## config.mk

```make
export PLATFORM = sky130hd
export DESIGN_NAME = line_assembler
export DESIGN_NICKNAME = d
export VERILOG_FILES = /design/src/logic/mem_arb_pkg.sv /design/src/logic/line_assembler.sv
export SDC_FILE = /design/constraint.sdc
export NUM_CORES = 1
export LEC_CHECK = 0
export ABC_AREA = 0
export BUFFER_PORTS_ARGS = -buffer_cell sky130_fd_sc_hd__buf_2
export CORE_UTILIZATION = 53
export DETAILED_ROUTE_END_ITERATION = 10
export GPL_ROUTABILITY_DRIVEN = 0
export PLACE_DENSITY = 0.94
export SLEW_MARGIN = 25
export SYNTH_ARGS = -nofsm -noshare
export SYNTH_HDL_FRONTEND = slang
export SYNTH_SLANG_ARGS = --single-unit
```

## constraint.sdc

```tcl
create_clock -name clk -period 4.75 [get_ports clk]
set_clock_uncertainty 0.15 [all_clocks]
set_input_delay 0.2375 -clock clk [delete_from_list [all_inputs] [get_ports clk]]
set_output_delay 0.2375 -clock clk [all_outputs]
set_load 0.005 [all_outputs]
```

## src/logic/mem_arb_pkg.sv

```systemverilog
`default_nettype none

// shared widths and vector types for the memory arbiter
package mem_arb_pkg;

    // byte address width
    parameter int addr_w = 32;

    // one memory beat
    parameter int beat_w = 64;

    // beats per cache line
    parameter int line_beats = 4;

    // full line, beat 0 in the low bits
    parameter int line_w = line_beats * beat_w;

    // byte offset bits inside a line
    parameter int line_offset_w = 5;

    // byte address, line addresses have a zero offset
    typedef logic [addr_w-1:0] addr_t;

    // single 64-bit beat on the memory bus
    typedef logic [beat_w-1:0] beat_t;

    // one 256-bit cache line
    typedef logic [line_w-1:0] line_t;

    // beat position within a line
    typedef logic [$clog2(line_beats)-1:0] beat_idx_t;

endpackage

`default_nettype wire
```

## src/logic/line_assembler.sv

```systemverilog
`timescale 1ns/1ns
`default_nettype none

// gathers returned read beats into one line
module line_assembler (
    input  wire logic                   clk,
    input  wire logic                   rst,
    input  wire logic                   clear,
    input  wire logic                   beat_valid,
    input  wire mem_arb_pkg::beat_idx_t beat_idx,
    input  wire mem_arb_pkg::beat_t     beat_data,
    output mem_arb_pkg::line_t          line
);

    localparam int beat_w = mem_arb_pkg::beat_w;

    // slot base for the incoming beat
    int unsigned base;

    assign base = int'(beat_idx) * beat_w;

    always_ff @(posedge clk) begin
        if (rst || clear) begin
            line <= '0;
        end else if (beat_valid) begin
            // beat 0 ends up in the low bits
            line[base +: beat_w] <= beat_data;
        end
    end

    // line only changes on rvalid, so it holds through respond

endmodule

`default_nettype wire

```

==> out/metrics.cfg, run 1 <==
[sta]
final-hold-violation-count=0
max_clock_freq_mhz=383
worst_pin_slew_ns=1.04
fin_worst_hold_slack_ns=0.145
timing.final.crit_share_pct=54.9
setup_tns_ns=0
max_slew_margin_pct=30.5
setup_viol_count_final=0
drv_slew=0
setup_slack_of_the_critical_path_after_layout_ns=2.14
period_minus_slack_ns=2.61
rsz0062_at_grt=false

[clock_tree]
cts_max_level=1
post_cts.resized_instances=0
clock-sinks=256
worst_skew_pair_latency_ns=0.51
clk_pin_slew_worst_paths_ns=0.06
clock_tree_from_tritoncts=done
cts_inserted_buffers=26
clock_tree.root_cell=clkbuf_16
cts-root-to-sink-buffers=3

[finish]
ratio_of_cells_with_drive_above_1_in_the_final_layout_pct=32.1
fin_nets=1293
postLayoutCoreUtil_pct=73.1
max_flop_register=line
fin_area_um2=12100
final_non_filler_cells=1458
largest_reg_flops=256
syn_to_final_growth_pct=35.2
diodes=0
registers_with_the_highest_flip_flop_counts=line (256)

[critical_path]
timing.critical_path.slowest_cell_delay_ns=1.13
cp_max_fo=77
cp.required_ns=5.05
crit_path_start_kind=primary input
end_kind=flip-flop
crit_path_cell_trace=buf_2, inv_1, ha_2, and4bb_4, buf_4, a32oi_1, nor2_1
critPathBufInv=3
critPathSlowestCell=and4bb_4
crit_arrival_ns=2.90
crit_family=simple AND/OR/NAND/NOR gates
path_class=in2reg

[floorplan]
row_count=47
fp.dieH_um=132
chipWidth_um=132
fp.dieArea_um2=17400
floorplan.core_area_um2=16500
io_pins=326
starting_density_of_the_core_pct=54.1

[run_status]
outcome=complete, no violations

[drt]
drt-pass1-iter-count=8
vias_per_cell=6.38
drt_first_iter_violations=884
drc=0
wl_per_cell_um=22.0
routed_wl_um=32100
detailroute.via_count=9297
antenna_left=0

[synthesis]
ys_top_cells_by_area=dfxtp_1, a32oi_1, a22o_1, nor2_1, nand4_1
netlist.area_leader.share_pct=57.4
yosys_register_bits=256
synth_warnings=0
synth_edf_count=0
synth_top_cell_by_area=dfxtp_1
netlist_area_before_placement_um2=8940
yosys_most_used_dff=dfxtp_1
async_reset_ff_share_pct=0
synth_top_cells_by_count=dfxtp_1, a32oi_1, nor2_1
share_of_the_yosys_chip_area_belonging_to_registers_pct=57.4
synthCells=890
avg_synthesized_cell_area_um2=10.0
library_cell_with_the_highest_instance_count_after_synthesis=dfxtp_1
post_synthesis_net_count=965
synth_cell_types=23

[global_routing]
pin_count_of_the_biggest_net_entering_global_routing=105
grt_overflow_total=0
antenna_found_initial=0
via_count_of_the_first_global_routing_pass=8988
grt_util_all_layers_pct=35.1
grt_first_pass_wirelength_um=49200

[power_and_ir_drop]
pwr_density_cell_nw_per_um2=389
post-layout-total-power_mw=4.70
p_leak_nw=5.15
power.ir.vdd_worst_uv=299
portion_of_total_power_attributed_to_sequential_cells_pct=45.9
p_switching_mw=1.08
share_comb_of_total_power_pct=6.1
power.internal_mw=3.61
power.share.switching_pct=23.1
clockPowerShare_pct=48.0

[placed_design]
numPortBuffers=325
placed_cell_count=1345
placement.setup.worst_slack_ns=1.72
hpwl_um=17600
placed_area_um2=10500

[hold_path]
hold_class=in2reg

[job]
timing.max_cap.violations=0

==> power groups by stage <==
stage / registers (mW) / clock network, mW / logic, mW
CTS: 2.16 / 2.26 / 0.269
finish: 2.16 / 2.26 / 0.285
global route: 2.16 / 2.35 / 0.295
detailed placement: 2.20 / 0 / 0.227
floorplan: 2.20 / 0 / 0.119
global placement: 2.20 / 0 / 0.223
==> worst register-to-register path: stages, from the launching register on <==
cell	delay (ns)
dfxtp_1	0.32
a32oi_1	0.24
nor2_1	0.09
==> repair_timing <==
item                                   in CTS  in global routing
hold buffers                               64                  0
setup buffers                               0                  0
endpoints found under the hold margin     256                  0
==> final timing paths <==
kind                          from                     end  slack, ns  depth (start not counted)
max                    beat_idx[0]   line[69]$_SDFFE_PP0P_       2.14                          7
min                            rst  line[188]$_SDFFE_PP0P_       0.14                          4
max reg2reg  line[66]$_SDFFE_PP0P_   line[66]$_SDFFE_PP0P_       3.81                          2
min reg2reg  line[59]$_SDFFE_PP0P_   line[59]$_SDFFE_PP0P_       0.30                          2
==> placed cells by master (no fill, tap or decap) <==
cell / n
clkbuf_16: 27
nor2b_4: 1
clkinvlp_4: 6
clkbuf_8: 4
nor2_1: 128
nor3b_2: 1
ha_2: 1
dlygate4sd3_1: 64
nand2_4: 1
a21oi_4: 1
buf_6: 1
clkinv_2: 4
nand4_1: 64
a22o_1: 64
inv_1: 2
clkbuf_1: 1
and4bb_4: 1
buf_4: 12
buf_2: 325
nor4b_4: 1
bufinv_16: 5
clkinv_4: 1
or2_4: 1
nand2_2: 2
nand4bb_1: 1
and2_2: 1
a21oi_1: 64
buf_8: 1
dfxtp_1: 256
a32oi_1: 128
nand2_1: 64
ha_1: 4
and3b_1: 1
==> per-layer routing <==
metal	wire, um	track usage (%)	part of all wire, %	up-vias
met5	0	0	0	-
met4	1710	19.3	5.3	0
met3	3370	7.84	11	158
met2	15400	59.2	48	798
met1	11600	41.4	36	4352
li1	-	-	-	3989
==> logic make-up after synthesis <==
| kind of cell | synth area share [%] |
|---|---|
| fa+ha+maj | 0.700 |
| flops | 57.4 |
| compound gates | 22.5 |
| simple gates | 13.5 |
| buf+inv | 5.95 |
==> layout make-up <==
cell class | instances | area, um2
Clock buffer | 32 | 734
Clock inverter | 16 | 224
Fill cell | 1070 | 4440
Inverter | 2 | 7.51
Multi-Input combinational cell | 529 | 3330
Sequential cell | 256 | 5120
Tap cell | 220 | 275
Timing Repair Buffer | 403 | 2380
No activity file was read; power rests on OpenSTA's default activity.
==> inputs of run 2 (changes only) <==
CORE_UTILIZATION = 49   (was 53)
PLACE_DENSITY = 0.88   (was 0.94)
clock period = 2.6 ns   (was 4.75 ns; I/O delays follow)
==> run 2 against run 1 <==
Effect of this change: design area rose by 1.4%; non-clock buffer count rose by 5; sequential power rose by 82%; critical path type unchanged; register-to-register slack got worse by 2.2 ns; via count fell by 3.0%; critical path depth did not move; count of clock-buffer cells in the layout rose by 3; combinational power rose by 87%; sequential share of layout area fell by 0.60 points; setup slack got worse by 1.4 ns; core utilization fell by 4.7 points.
==> out/metrics.cfg, run 2 (synthesis results as in run 1) <==
[power_and_ir_drop]
pwr_density_cell_nw_per_um2=713
p_switching_mw=1.92
power.ir.vdd_worst_uv=509
share_comb_of_total_power_pct=6.1
power.internal_mw=6.82
clockPowerShare_pct=48.8
power.share.switching_pct=22.0
p_leak_nw=5.22
post-layout-total-power_mw=8.74
portion_of_total_power_attributed_to_sequential_cells_pct=45.1

[sta]
period_minus_slack_ns=1.91
drv_slew=0
max_slew_margin_pct=33.2
worst_pin_slew_ns=1.00
timing.final.crit_share_pct=73.3
final-hold-violation-count=0
setup_viol_count_final=0
max_clock_freq_mhz=524
rsz0062_at_grt=false
setup_tns_ns=0

[finish]
regArea_um2=5120
fin_nets=1298
multiInputGateArea_um2=3330
most-common-layout-cells=buf_2, dfxtp_1, a32oi_1, nor2_1, dlygate4sd3_1
layout_commonest_cell=buf_2
number_of_filler_instances_in_the_final_layout=1267
syn_to_final_growth_pct=37.1
ratio_of_cells_with_drive_above_1_in_the_final_layout_pct=32.2
largest_reg_flops=256
max_flop_register=line
registers_with_the_highest_flip_flop_counts=line (256)

[drt]
detailroute.via_count=9021
routed_wl_um=30900
antenna_left=0
vias_per_cell=6.13
drc=0
drt_first_iter_violations=897
wl_per_cell_um=21.0
drt-pass1-iter-count=7

[placed_design]
numPortBuffers=325
hpwl_um=17600

[global_routing]
grt_util_all_layers_pct=30.3
pin_count_of_the_biggest_net_entering_global_routing=109
top_usage_layer=met2
groute.layer.met3.usage_pct=7.44
use_met1_pct=36.4
grt_first_pass_wirelength_um=44900
antenna_found_initial=1
grt_overflow_total=0
via_count_of_the_first_global_routing_pass=8401
grt_util_met2_pct=51.5

[critical_path]
crit_path_cell_trace=buf_2, inv_1, ha_2, and4bb_4, buf_12, a32oi_1, nor2_1
crit_family=simple AND/OR/NAND/NOR gates
crit_path_start_kind=primary input
timing.critical_path.slowest_cell_delay_ns=0.77
cp_max_fo=65
critPathBufInv=3
crit_arrival_ns=2.19
end_kind=flip-flop
critPathSlowestCell=and4bb_4
cp.required_ns=2.89
path_class=in2reg

[clock_tree]
clock_tree.root_cell=clkbuf_16
cts_setup_buffers=0
cts_inserted_buffers=26
clk_pin_slew_worst_paths_ns=0.07
cts-root-to-sink-buffers=3
post_cts.resized_instances=0
clock-sinks=256
worst_skew_pair_latency_ns=0.51
clock_tree_from_tritoncts=done
cts_max_level=1

[floorplan]
chipWidth_um=137
starting_density_of_the_core_pct=49.9
fp.dieH_um=137
floorplan.core_area_um2=17900
fp.dieArea_um2=18800
row_count=49
io_pins=326

[hold_path]
hold_class=in2reg

[job]
timing.max_cap.violations=0

[run_status]
outcome=complete, no violations

## run 2: cell types whose count changed in the layout (fill, tap and decap cells not counted)
cell,before,now
buf_12,0,7
clkbuf_8,4,8
clkinvlp_4,6,2
buf_4,12,10
dlygate4sd3_1,64,66
buf_6,1,0
buf_8,1,0
bufinv_16,5,6
clkbuf_1,1,0
clkinv_2,4,3
diode_2,0,1
nand2_2,2,3
nand2_4,1,0
## run 2: final timing paths
kind	slack, ns	endpoint	startpoint	depth (start not counted)
setup / recovery	0.69	line[225]$_SDFFE_PP0P_	beat_idx[0]	7
hold / removal	0.08	line[13]$_SDFFE_PP0P_	beat_valid	4
setup reg to reg	1.63	line[225]$_SDFFE_PP0P_	line[225]$_SDFFE_PP0P_	2
hold reg to reg	0.30	line[63]$_SDFFE_PP0P_	line[63]$_SDFFE_PP0P_	2
## run 2: stage by stage
step	setup slack (ns)	instance area, um2	util, %	hold WS (ns)	cells
3_5_place_dp	0.295	10600	59.1	0.256	1358
6_report	0.693	12300	68.5	0.0810	1472
5_1_grt	0.632	12300	68.4	0.0782	1471
2_1_floorplan	0.993	8940	-	0.113	890
4_1_cts	0.827	12300	68.4	0.0602	1471
3_3_place_gp	0.382	10600	59.1	0.247	1358
## run 2: worst min-delay path, cell delays in order
cell and delay (ns):
buf_2 0.14, buf_4 0.25, nand4_1 0.11, a21oi_1 0.06
## run 2: metal layers
layer	part of all wire (%)	wire length, um	vias up
li1	-	-	3997
met1	38	11800	4331
met2	48	14900	598
met3	11	3310	95
met4	3.2	1000	0
met5	0	0	-
## run 2: power groups by stage
stage          Combinational (mW)  Sequential [mW]  Clock [mW]
3_3_place_gp                0.431             4.03           0
3_5_place_dp                0.435             4.03           0
4_1_cts                     0.514             3.94        4.30
6_report                    0.532             3.94        4.27
5_1_grt                     0.553             3.94        4.47
2_1_floorplan               0.217             4.03           0
## run 2: timing repair
| item | 4_1_cts | 5_1_grt |
|---|---|---|
| endpoints found under the setup margin | 0 | 0 |
| hold buffers | 66 | 0 |
| hold endpoints to repair | 256 | 0 |
## run 2: area by class of cell
cell class | count | area share [%]
diodes | 1 | 0.0204
well taps | 229 | 2.34
clock inverters | 12 | 1.79
inverters | 2 | 0.0613
multi-input cells | 529 | 27.1
repair buffers | 408 | 20.4
flip-flops and latches | 256 | 41.8
clock buffers | 35 | 6.41
