## src/logic/mem_arb_pkg.sv

```systemverilog
`default_nettype none

// shared widths and vector types for the memory arbiter
package mem_arb_pkg;

    // byte address width
    parameter int addr_w = 32;

    // one memory beat
    parameter int beat_w = 64;

    // beats per cache line
    parameter int line_beats = 4;

    // full line, beat 0 in the low bits
    parameter int line_w = line_beats * beat_w;

    // byte offset bits inside a line
    parameter int line_offset_w = 5;

    // byte address, line addresses have a zero offset
    typedef logic [addr_w-1:0] addr_t;

    // single 64-bit beat on the memory bus
    typedef logic [beat_w-1:0] beat_t;

    // one 256-bit cache line
    typedef logic [line_w-1:0] line_t;

    // beat position within a line
    typedef logic [$clog2(line_beats)-1:0] beat_idx_t;

endpackage

`default_nettype wire
```

## src/logic/request_path.sv

```systemverilog
`timescale 1ns/1ns
`default_nettype none

// address and write data mux for the granted port
module request_path #(
    parameter int num_ports = 4
) (
    input  wire mem_arb_pkg::addr_t         req_addr [num_ports],
    input  wire mem_arb_pkg::line_t         req_wdata [num_ports],
    input  wire logic [$clog2(num_ports)-1:0] grant,
    input  wire mem_arb_pkg::beat_idx_t     beat_idx,
    output mem_arb_pkg::addr_t              bmem_addr,
    output mem_arb_pkg::beat_t              bmem_wdata
);

    localparam int addr_w = mem_arb_pkg::addr_w;
    localparam int beat_w = mem_arb_pkg::beat_w;
    localparam int offset_w = mem_arb_pkg::line_offset_w;

    mem_arb_pkg::addr_t sel_addr;
    mem_arb_pkg::line_t sel_line;
    int unsigned        base;

    // granted port's request
    assign sel_addr = req_addr[grant];
    assign sel_line = req_wdata[grant];

    // line aligned address to the memory
    assign bmem_addr = {sel_addr[addr_w-1:offset_w], offset_w'(0)};

    // current write beat, held until the counter moves on
    assign base = int'(beat_idx) * beat_w;
    assign bmem_wdata = sel_line[base +: beat_w];

    // requesters only ever ask for whole lines
    always_comb begin : offset_check
        assert final (sel_addr[offset_w-1:0] == '0)
            else $error("request_path: granted address %h not line aligned", sel_addr);
    end

endmodule

`default_nettype wire

```

## config.mk

```make
export PLATFORM = sky130hd
export DESIGN_NAME = request_path
export DESIGN_NICKNAME = d
export VERILOG_FILES = /design/src/logic/mem_arb_pkg.sv /design/src/logic/request_path.sv
export SDC_FILE = /design/constraint.sdc
export NUM_CORES = 1
export LEC_CHECK = 0
export BUFFER_PORTS_ARGS = -buffer_cell sky130_fd_sc_hd__buf_2
export CAP_MARGIN = 20
export CORE_AREA = 10 10 481 483
export DETAILED_ROUTE_END_ITERATION = 16
export DIE_AREA = 0 0 491 493
export PLACE_DENSITY = 0.3
export SLEW_MARGIN = 20
export SYNTH_ARGS = -nofsm -noshare
export SYNTH_HDL_FRONTEND = slang
export SYNTH_SLANG_ARGS = --single-unit
```

## constraint.sdc

```tcl
create_clock -name vclk -period 2.8
set_clock_uncertainty 0.1 [all_clocks]
set_input_delay 0.56 -clock vclk [all_inputs]
set_output_delay 0.56 -clock vclk [all_outputs]
set_load 0.1 [all_outputs]
```

==> out/summary.txt, run 1 <==
Status: finished with violations
Failing checks: negative setup slack
CP max stage delay: 0.50 ns
Storage cell area: 0 sq um
Hold buffers post-CTS: 0
Mean Syn Cell Area: 14.1 sq um
Synth top area cells: mux4_2 (78%), a22oi_1 (12%), nand2_1 (3.0%), buf_6 (1.8%), clkbuf_1 (1.8%)
Worst Setup SP: grant[0]
DRC: 0
Die Wd: 491 microns
Hold Fails Final Rpt: 0
Cells after Synth: 575
Worst EP required: 2.14 ns
Layout Nets: 3,050
DIE AREA: 242,000 sq um
Post-Place Cells: 4,806
Post-Synthesis Cell Area: 8130 sq um
Layout cells sized above 1: 0.985
Crit path capture type: output pin
Synth warnings: 0
Ports: 1,252
CP max stage cell: mux4_2
Post-synthesis sequential area ratio: 0
Area grow syn2layout: 171%
Maximum vdd drop: 164 uV
CP Class: in2out
Worst min path class: in2out
Max-Cap Viols: 0
Synth cell types: 12
Critical Path Source Type: primary input
Via Count: 16,100
Hold_sp: req_addr[70]
Crit path time final: 3.02 ns
Core area: 221,000 sq um
All-Layer GR Usage: 0.170
Post-Route Utilization: 0.0996
Wirelength per Cell: 43.4 microns
Gpl congestion: 0.944
Setup tns final: -4.51 ns
Max-slew violation count: 0
Final Cycle Share: 1.08
Setup violations, final: 48
Number of vias per cell: 3.20
1st-iter DRT viols: 1,458
RSZ-0062 raised after global routing: true
First-pass GRT wire length: 253,000 microns
GRT overflow: 0
Final std cells w/o fill: 5,025
Dominant cell type by area after synthesis: mux4_2
Clock buf count: 0
Fmax: 331 MHz
Antenna Violating Nets Remaining: 0
Die H: 493 microns
Largest net degree at the start of global routing: 22
Initial antenna violation count: 556
Pleak: 8.85 nW
DP Wirelength: 206,000 microns
Final WS setup: -0.221 ns
Cell area power density: 231 nW/um^2
Total Routed Length: 218,000 microns
Vias in the first global route: 15,100
Port bufs: 1,227
Seq_cells: 0
Row cnt: 173
Synth top area share: 0.784
Number of iterations in the first detailed-routing pass: 5
CP dominant cell by count: buf_12
Crit Path Max Fanout: 6
Starting Density: 0.0367
Worst path arrival time: 2.36 ns
Crit path cell chain: buf_16 -> buf_6 -> buf_12 -> buf_12 -> mux4_2 -> a22oi_2 -> buf_6 -> nand2_4 -> buf_12
repair_timing:
| action | CTS | global route |
|---|---|---|
| resized for setup | 297 | 80 |
| cloned | 11 | 1 |
| endpoints found under the setup margin | 64 | 73 |
| endpoints found under the hold margin | 0 | 0 |
| buffers inserted | 37 | 16 |
| pin swaps | 45 | 41 |
worst max-delay path, delay by kind of cell:
kind            cells  cell delay [ns]
compound gates      1             0.34
buf+inv             6             0.88
mux                 1             0.50
simple gates        1             0.05
cells by family after synthesis:
kind of cell,synth area share
compound gates,0.118
mux,0.784
simple gates,0.0323
buf+inv,0.0650
other cells,0.000461
placed cells by master, fill, tap and decap left out:
cell type,n
buf_2,1135
mux4_2,283
diode_2,158
a22oi_2,104
buf_4,96
buf_12,92
nand2_2,53
buf_6,48
a22oi_1,24
buf_8,19
buf_16,16
nand2_4,11
conb_1,5
nor2b_4,2
and2_4,1
nor2_4,1
bufbuf_16,1
clkbuf_16,1
synthesized netlist by cell type:
cell type / count
buf_6: 13
buf_1: 14
conb_1: 1
mux4_2: 283
buf_4: 15
nand2_1: 64
clkbuf_1: 39
nor2_1: 1
a22oi_1: 128
nor2b_1: 2
buf_2: 14
and2_1: 1
report_power, final:
group,internal [mW],switching [mW],total (mW)
clock network,0.00000776,0,0.00000776
registers,0,0,0
logic,2.22,2.88,5.10
per-layer routing:
layer,global-route usage,up-vias,wire [microns]
li1,-,5616,-
met1,0.175,7426,74000
met2,0.277,1813,96600
met3,0.135,878,38700
met4,0.0222,340,6290
met5,0,-,2310
area by class of cell:
class | instances | area, sq um
fill | 25800 | 199000
timing repair buffer | 1408 | 9570
multi-input combinational | 484 | 8380
tap | 2975 | 3720
antenna | 158 | 395
worst paths after layout:
path                  cells after the start  slack, ns              to
worst min-delay path                      3       1.53    bmem_addr[6]
worst max-delay path                      9      -0.22  bmem_wdata[12]
metrics by stage:
stage | hold slack [ns] | setup slack [ns] | instance area (sq um) | power (mW)
6_report | 1.53 | -0.221 | 22100 | 5.10
2_1_floorplan | 1.58 | 0.000529 | 8300 | 2.49
3_3_place_gp | 1.53 | -0.729 | 19400 | 4.51
4_1_cts | 1.53 | -0.271 | 21300 | 5.07
3_5_place_dp | 1.53 | -0.722 | 19400 | 4.54
5_1_grt | 1.55 | -0.248 | 21800 | 5.30
Power figures use the tool's default switching activity.
==> run 2: changes to the inputs <==
- RECOVER_POWER: not set -> 100
==> run 2 against run 1 <==
The run still ends with negative setup slack left. Worst setup slack barely moved. Maximum frequency about the same. Highest routed layer unchanged. Die area unchanged. Critical path depth stayed put. Global-route usage unchanged. Power down 0.28%.
==> out/summary.txt, run 2 (synthesis gave the netlist of run 1 again) <==
Most common cell after layout, fill and taps aside: buf_2
Worst path arrival time: 2.36 ns
Internal power: 2.21 mW
Layout cells sized above 1: 0.984
Final Cell Area: 22,000 sq um
Seq_cells: 0
Post-Place Cells: 4,806
Sequential Power Share: 0
Final WS setup: -0.221 ns
Cell area power density: 231 nW/um^2
Clock power frac: 0
Clock buf count: 0
Total Routed Length: 218,000 microns
Failing checks: negative setup slack
Worst hold path endpoint: bmem_addr[6]
Hold_sp: req_addr[70]
Initial antenna violation count: 556
Status: finished with violations
Crit path time final: 3.02 ns
DP Wirelength: 206,000 microns
CP Class: in2out
Logic pwr share: 1.000
Largest net degree at the start of global routing: 22
All-Layer GR Usage: 0.170
Starting Density: 0.0367
Ports: 1,252
Worst min path class: in2out
Row cnt: 173
Number of vias per cell: 3.18
RSZ-0062 raised after global routing: true
Final std cells w/o fill: 5,034
Die Wd: 491 microns
Area grow syn2layout: 171%
Wirelength per Cell: 43.3 microns
Pleak: 8.81 nW
Fmax: 331 MHz
Gpl congestion: 0.944
Fill cells: 25,800
1st-iter DRT viols: 1,413
Crit path capture type: output pin
Commonest non-fill, non-tap cells in the layout: buf_2 (1,136), mux4_2 (283), a22oi_2 (103)
Crit Path Max Fanout: 6
Vias in the first global route: 15,100
Layout Nets: 3,050
NetSw: 2.88 mW
Storage cell area: 0 sq um
Hold buffers post-CTS: 0
Antenna Violating Nets Remaining: 0
Sw frac: 0.566
Maximum vdd drop: 164 uV
DIE AREA: 242,000 sq um
Max-Cap Viols: 0
GRT overflow: 0
Post-Place Cell Area: 19,400 sq um
Hold path depth: 3
Number of iterations in the first detailed-routing pass: 5
Worst EP required: 2.14 ns
Die H: 493 microns
Setup violations, final: 55
Port bufs: 1,227
Hold Fails Final Rpt: 0
Setup tns final: -4.65 ns
DRC: 0
Critical Path Source Type: primary input
Via Count: 16,000
Max-slew violation count: 0
First-pass GRT wire length: 253,000 microns
Total power: 5.08 mW
Core area: 221,000 sq um
Final Cycle Share: 1.08
Worst Setup SP: grant[0]
[run 2: cell type report]
class / count / area (sq um) / area share
Antenna cell: 167 / 418 / 0.0190
Timing Repair Buffer: 1408 / 9490 / 0.431
Tap cell: 2975 / 3720 / 0.169
Multi-Input combinational cell: 484 / 8370 / 0.380
[run 2: layer usage]
layer,vias up,global-route usage,part of all wire
li1,5618,-,-
met1,7388,0.175,0.34
met2,1768,0.277,0.44
met3,886,0.135,0.18
met4,344,0.0222,0.030
met5,-,0,0.011
[run 2: worst max path at each step]
stage                           to  slack, ns
floorplan           bmem_wdata[10]     0.0005
global placement     bmem_wdata[1]      -0.73
detailed placement   bmem_wdata[1]      -0.72
CTS                  bmem_wdata[1]      -0.27
global route        bmem_wdata[11]      -0.25
finish              bmem_wdata[12]      -0.22
[run 2: per-stage QoR]
step / setup WS [ns] / utilization / hold WS, ns
CTS: -0.271 / 0.0961 / 1.53
global route: -0.248 / 0.0980 / 1.55
detailed placement: -0.722 / 0.0877 / 1.53
floorplan: 0.000529 / - / 1.58
finish: -0.221 / 0.0994 / 1.53
global placement: -0.729 / 0.0877 / 1.53
[run 2: critical path, cell delays in order]
cell and delay, ns:
buf_16 0.15, buf_6 0.12, buf_12 0.14, buf_12 0.13, mux4_2 0.50, a22oi_2 0.34
buf_6 0.17, nand2_4 0.06, buf_12 0.17
[run 2: power by group through the flow]
stage / clock (mW) / sequential (mW) / combinational [mW]
2_1_floorplan: 0 / 0 / 2.49
6_report: 0.00000820 / 0 / 5.08
3_5_place_dp: 0 / 0 / 4.54
5_1_grt: 0.00000207 / 0 / 5.29
3_3_place_gp: 0 / 0 / 4.51
4_1_cts: 0 / 0 / 5.07
[run 2: repair_timing]
item	CTS	global route
resized for setup	297	80
cloned	11	1
pin swaps	45	41
buffers inserted	37	16
endpoints found under the setup margin	64	73
==> run 3: changes to the inputs <==
- BUFFER_PORTS_ARGS: -buffer_cell sky130_fd_sc_hd__buf_2 -> not set
- CORE_AREA: 10 10 481 483 -> 10 10 482 484
- DIE_AREA: 0 0 491 493 -> 0 0 492 494
- DONT_BUFFER_PORTS: not set -> 1
==> run 3 against run 2 <==
The flow finishes with violations (antenna violations, negative setup slack). First-iteration DRC count increased by 38%. Sequential share of layout area unchanged. Largest power group unchanged. Critical path depth decreased by 4.
==> out/summary.txt, run 3 (synthesis gave the netlist of run 1 again) <==
Status: finished with violations
Failing checks: antenna violations, negative setup slack
Clock power frac: 0
Final Cycle Share: 1.14
Layout Nets: 1,776
Worst Setup SP: grant[1]
Crit Path Max Fanout: 283
RSZ-0062 raised after global routing: true
NetSw: 2.31 mW
All-Layer GR Usage: 0.160
Max-Cap Viols: 0
Layout cells sized above 1: 0.867
Internal power: 1.44 mW
Antenna Violating Nets Remaining: 5
Max layer used: met5
Vias in the first global route: 8,511
Final std cells w/o fill: 3,826
Sw frac: 0.616
Worst path arrival time: 2.52 ns
DP Wirelength: 195,000 microns
Fmax: 314 MHz
Via Count: 11,700
Worst slew pin tran: 1.12 ns
Setup violations, final: 26
Seq_cells: 0
Initial antenna violation count: 592
1st-iter DRT viols: 1,953
Worst EP required: 2.14 ns
Critical Path Source Type: primary input
Die H: 494 microns
Worst min path class: in2out
Gpl congestion: 0.909
Max-slew violation count: 0
Max transition margin: 0.250
DRC: 0
Core area: 222,000 sq um
CP Class: in2out
Post-Place Cells: 3,555
Die Wd: 492 microns
GRT overflow: 0
Cell area power density: 256 nW/um^2
Logic pwr share: 1.000
DIE AREA: 243,000 sq um
Crit path time final: 3.18 ns
Row cnt: 173
Total Routed Length: 215,000 microns
Final WS setup: -0.384 ns
Routed met2 length: 91,700 microns
Place WS: -0.216 ns
Clock buf count: 0
Hold Fails Final Rpt: 0
Area grow syn2layout: 80.7%
Wirelength per Cell: 56.1 microns
Most common cell after layout, fill and taps aside: mux4_2
Worst setup path end: bmem_wdata[46]
Maximum vdd drop: 119 uV
Number of vias per cell: 3.05
Commonest non-fill, non-tap cells in the layout: mux4_2 (283), buf_12 (81), a22oi_1 (77)
Storage cell area: 0 sq um
Ports: 1,252
Port bufs: 0
Number of iterations in the first detailed-routing pass: 5
Fill cells: 25,800
Crit path capture type: output pin
First-pass GRT wire length: 228,000 microns
Sequential Power Share: 0
Largest net degree at the start of global routing: 284
DRT met1 WL: 65,400 microns
Pleak: 3.49 nW
Detail Route met3 WL: 47,300 microns
Starting Density: 0.0366
==> run 3: cell types whose count changed in the layout (fill, tap and decap cells not counted), moves of 10 or more <==
| cell | before | now |
|---|---|---|
| buf_2 | 1136 | 0 |
| diode_2 | 167 | 233 |
| buf_4 | 97 | 32 |
| a22oi_1 | 25 | 77 |
| a22oi_2 | 103 | 51 |
| buf_6 | 49 | 4 |
| buf_8 | 18 | 2 |
| buf_12 | 92 | 81 |
| nand2_2 | 53 | 63 |
| nand2_4 | 11 | 1 |
==> run 3: power groups by stage <==
stage           clock, mW  combinational [mW]  sequential, mW
5_1_grt        0.00000246                3.86               0
3_3_place_gp            0                3.46               0
3_5_place_dp            0                3.46               0
6_report        0.0000117                3.76               0
2_1_floorplan           0                2.49               0
4_1_cts                 0                3.49               0
==> run 3: stage by stage <==
stage | hold WS [ns] | TNS, ns | power [mW] | utilization | area [sq um]
after floorplan | 1.58 | 0 | 2.49 | - | 8300
after global placement | 1.52 | -0.783 | 3.46 | 0.0596 | 13200
after detailed placement | 1.53 | -0.943 | 3.46 | 0.0596 | 13200
after CTS | 1.53 | -0.0201 | 3.49 | 0.0599 | 13300
after global routing | 1.53 | -3.24 | 3.86 | 0.0642 | 14200
final | 1.51 | -2.87 | 3.76 | 0.0662 | 14700
==> run 3: what timing repair did <==
| item | CTS | global route |
|---|---|---|
| hold buffers | 0 | 0 |
| pin swaps | 1 | 24 |
| resized for setup | 13 | 52 |
| endpoints found under the setup margin | 11 | 66 |
| gates cloned | 0 | 16 |
| setup buffers | 0 | 19 |
==> run 3: metal layers <==
layer,GRT usage,vias up
met3,0.160,898
met2,0.258,1952
met5,0,-
li1,-,3108
met1,0.151,5378
met4,0.0133,340
==> run 3: critical path, cell delays in order <==
cell,delay [ns]
mux4_2,0.64
a22oi_2,0.32
buf_6,0.18
nand2_4,0.06
buf_12,0.18
==> run 3: how the worst min path moves through the flow <==
stage	cells after the start	end	start	slack, ns
detailed placement	2	bmem_addr[31]	req_addr[63]	1.53
finish	2	bmem_addr[31]	req_addr[31]	1.51
global placement	2	bmem_addr[31]	req_addr[63]	1.52
floorplan	1	bmem_addr[10]	req_addr[106]	1.58
global route	2	bmem_addr[31]	req_addr[63]	1.53
CTS	2	bmem_addr[31]	req_addr[63]	1.53
==> run 3: final cells by class <==
type                       instances  area [sq um]  area share
antenna                          233           583      0.0397
tap                             2975          3720       0.253
multi-input combinational        484          8060       0.549
timing repair buffer             134          2320       0.158
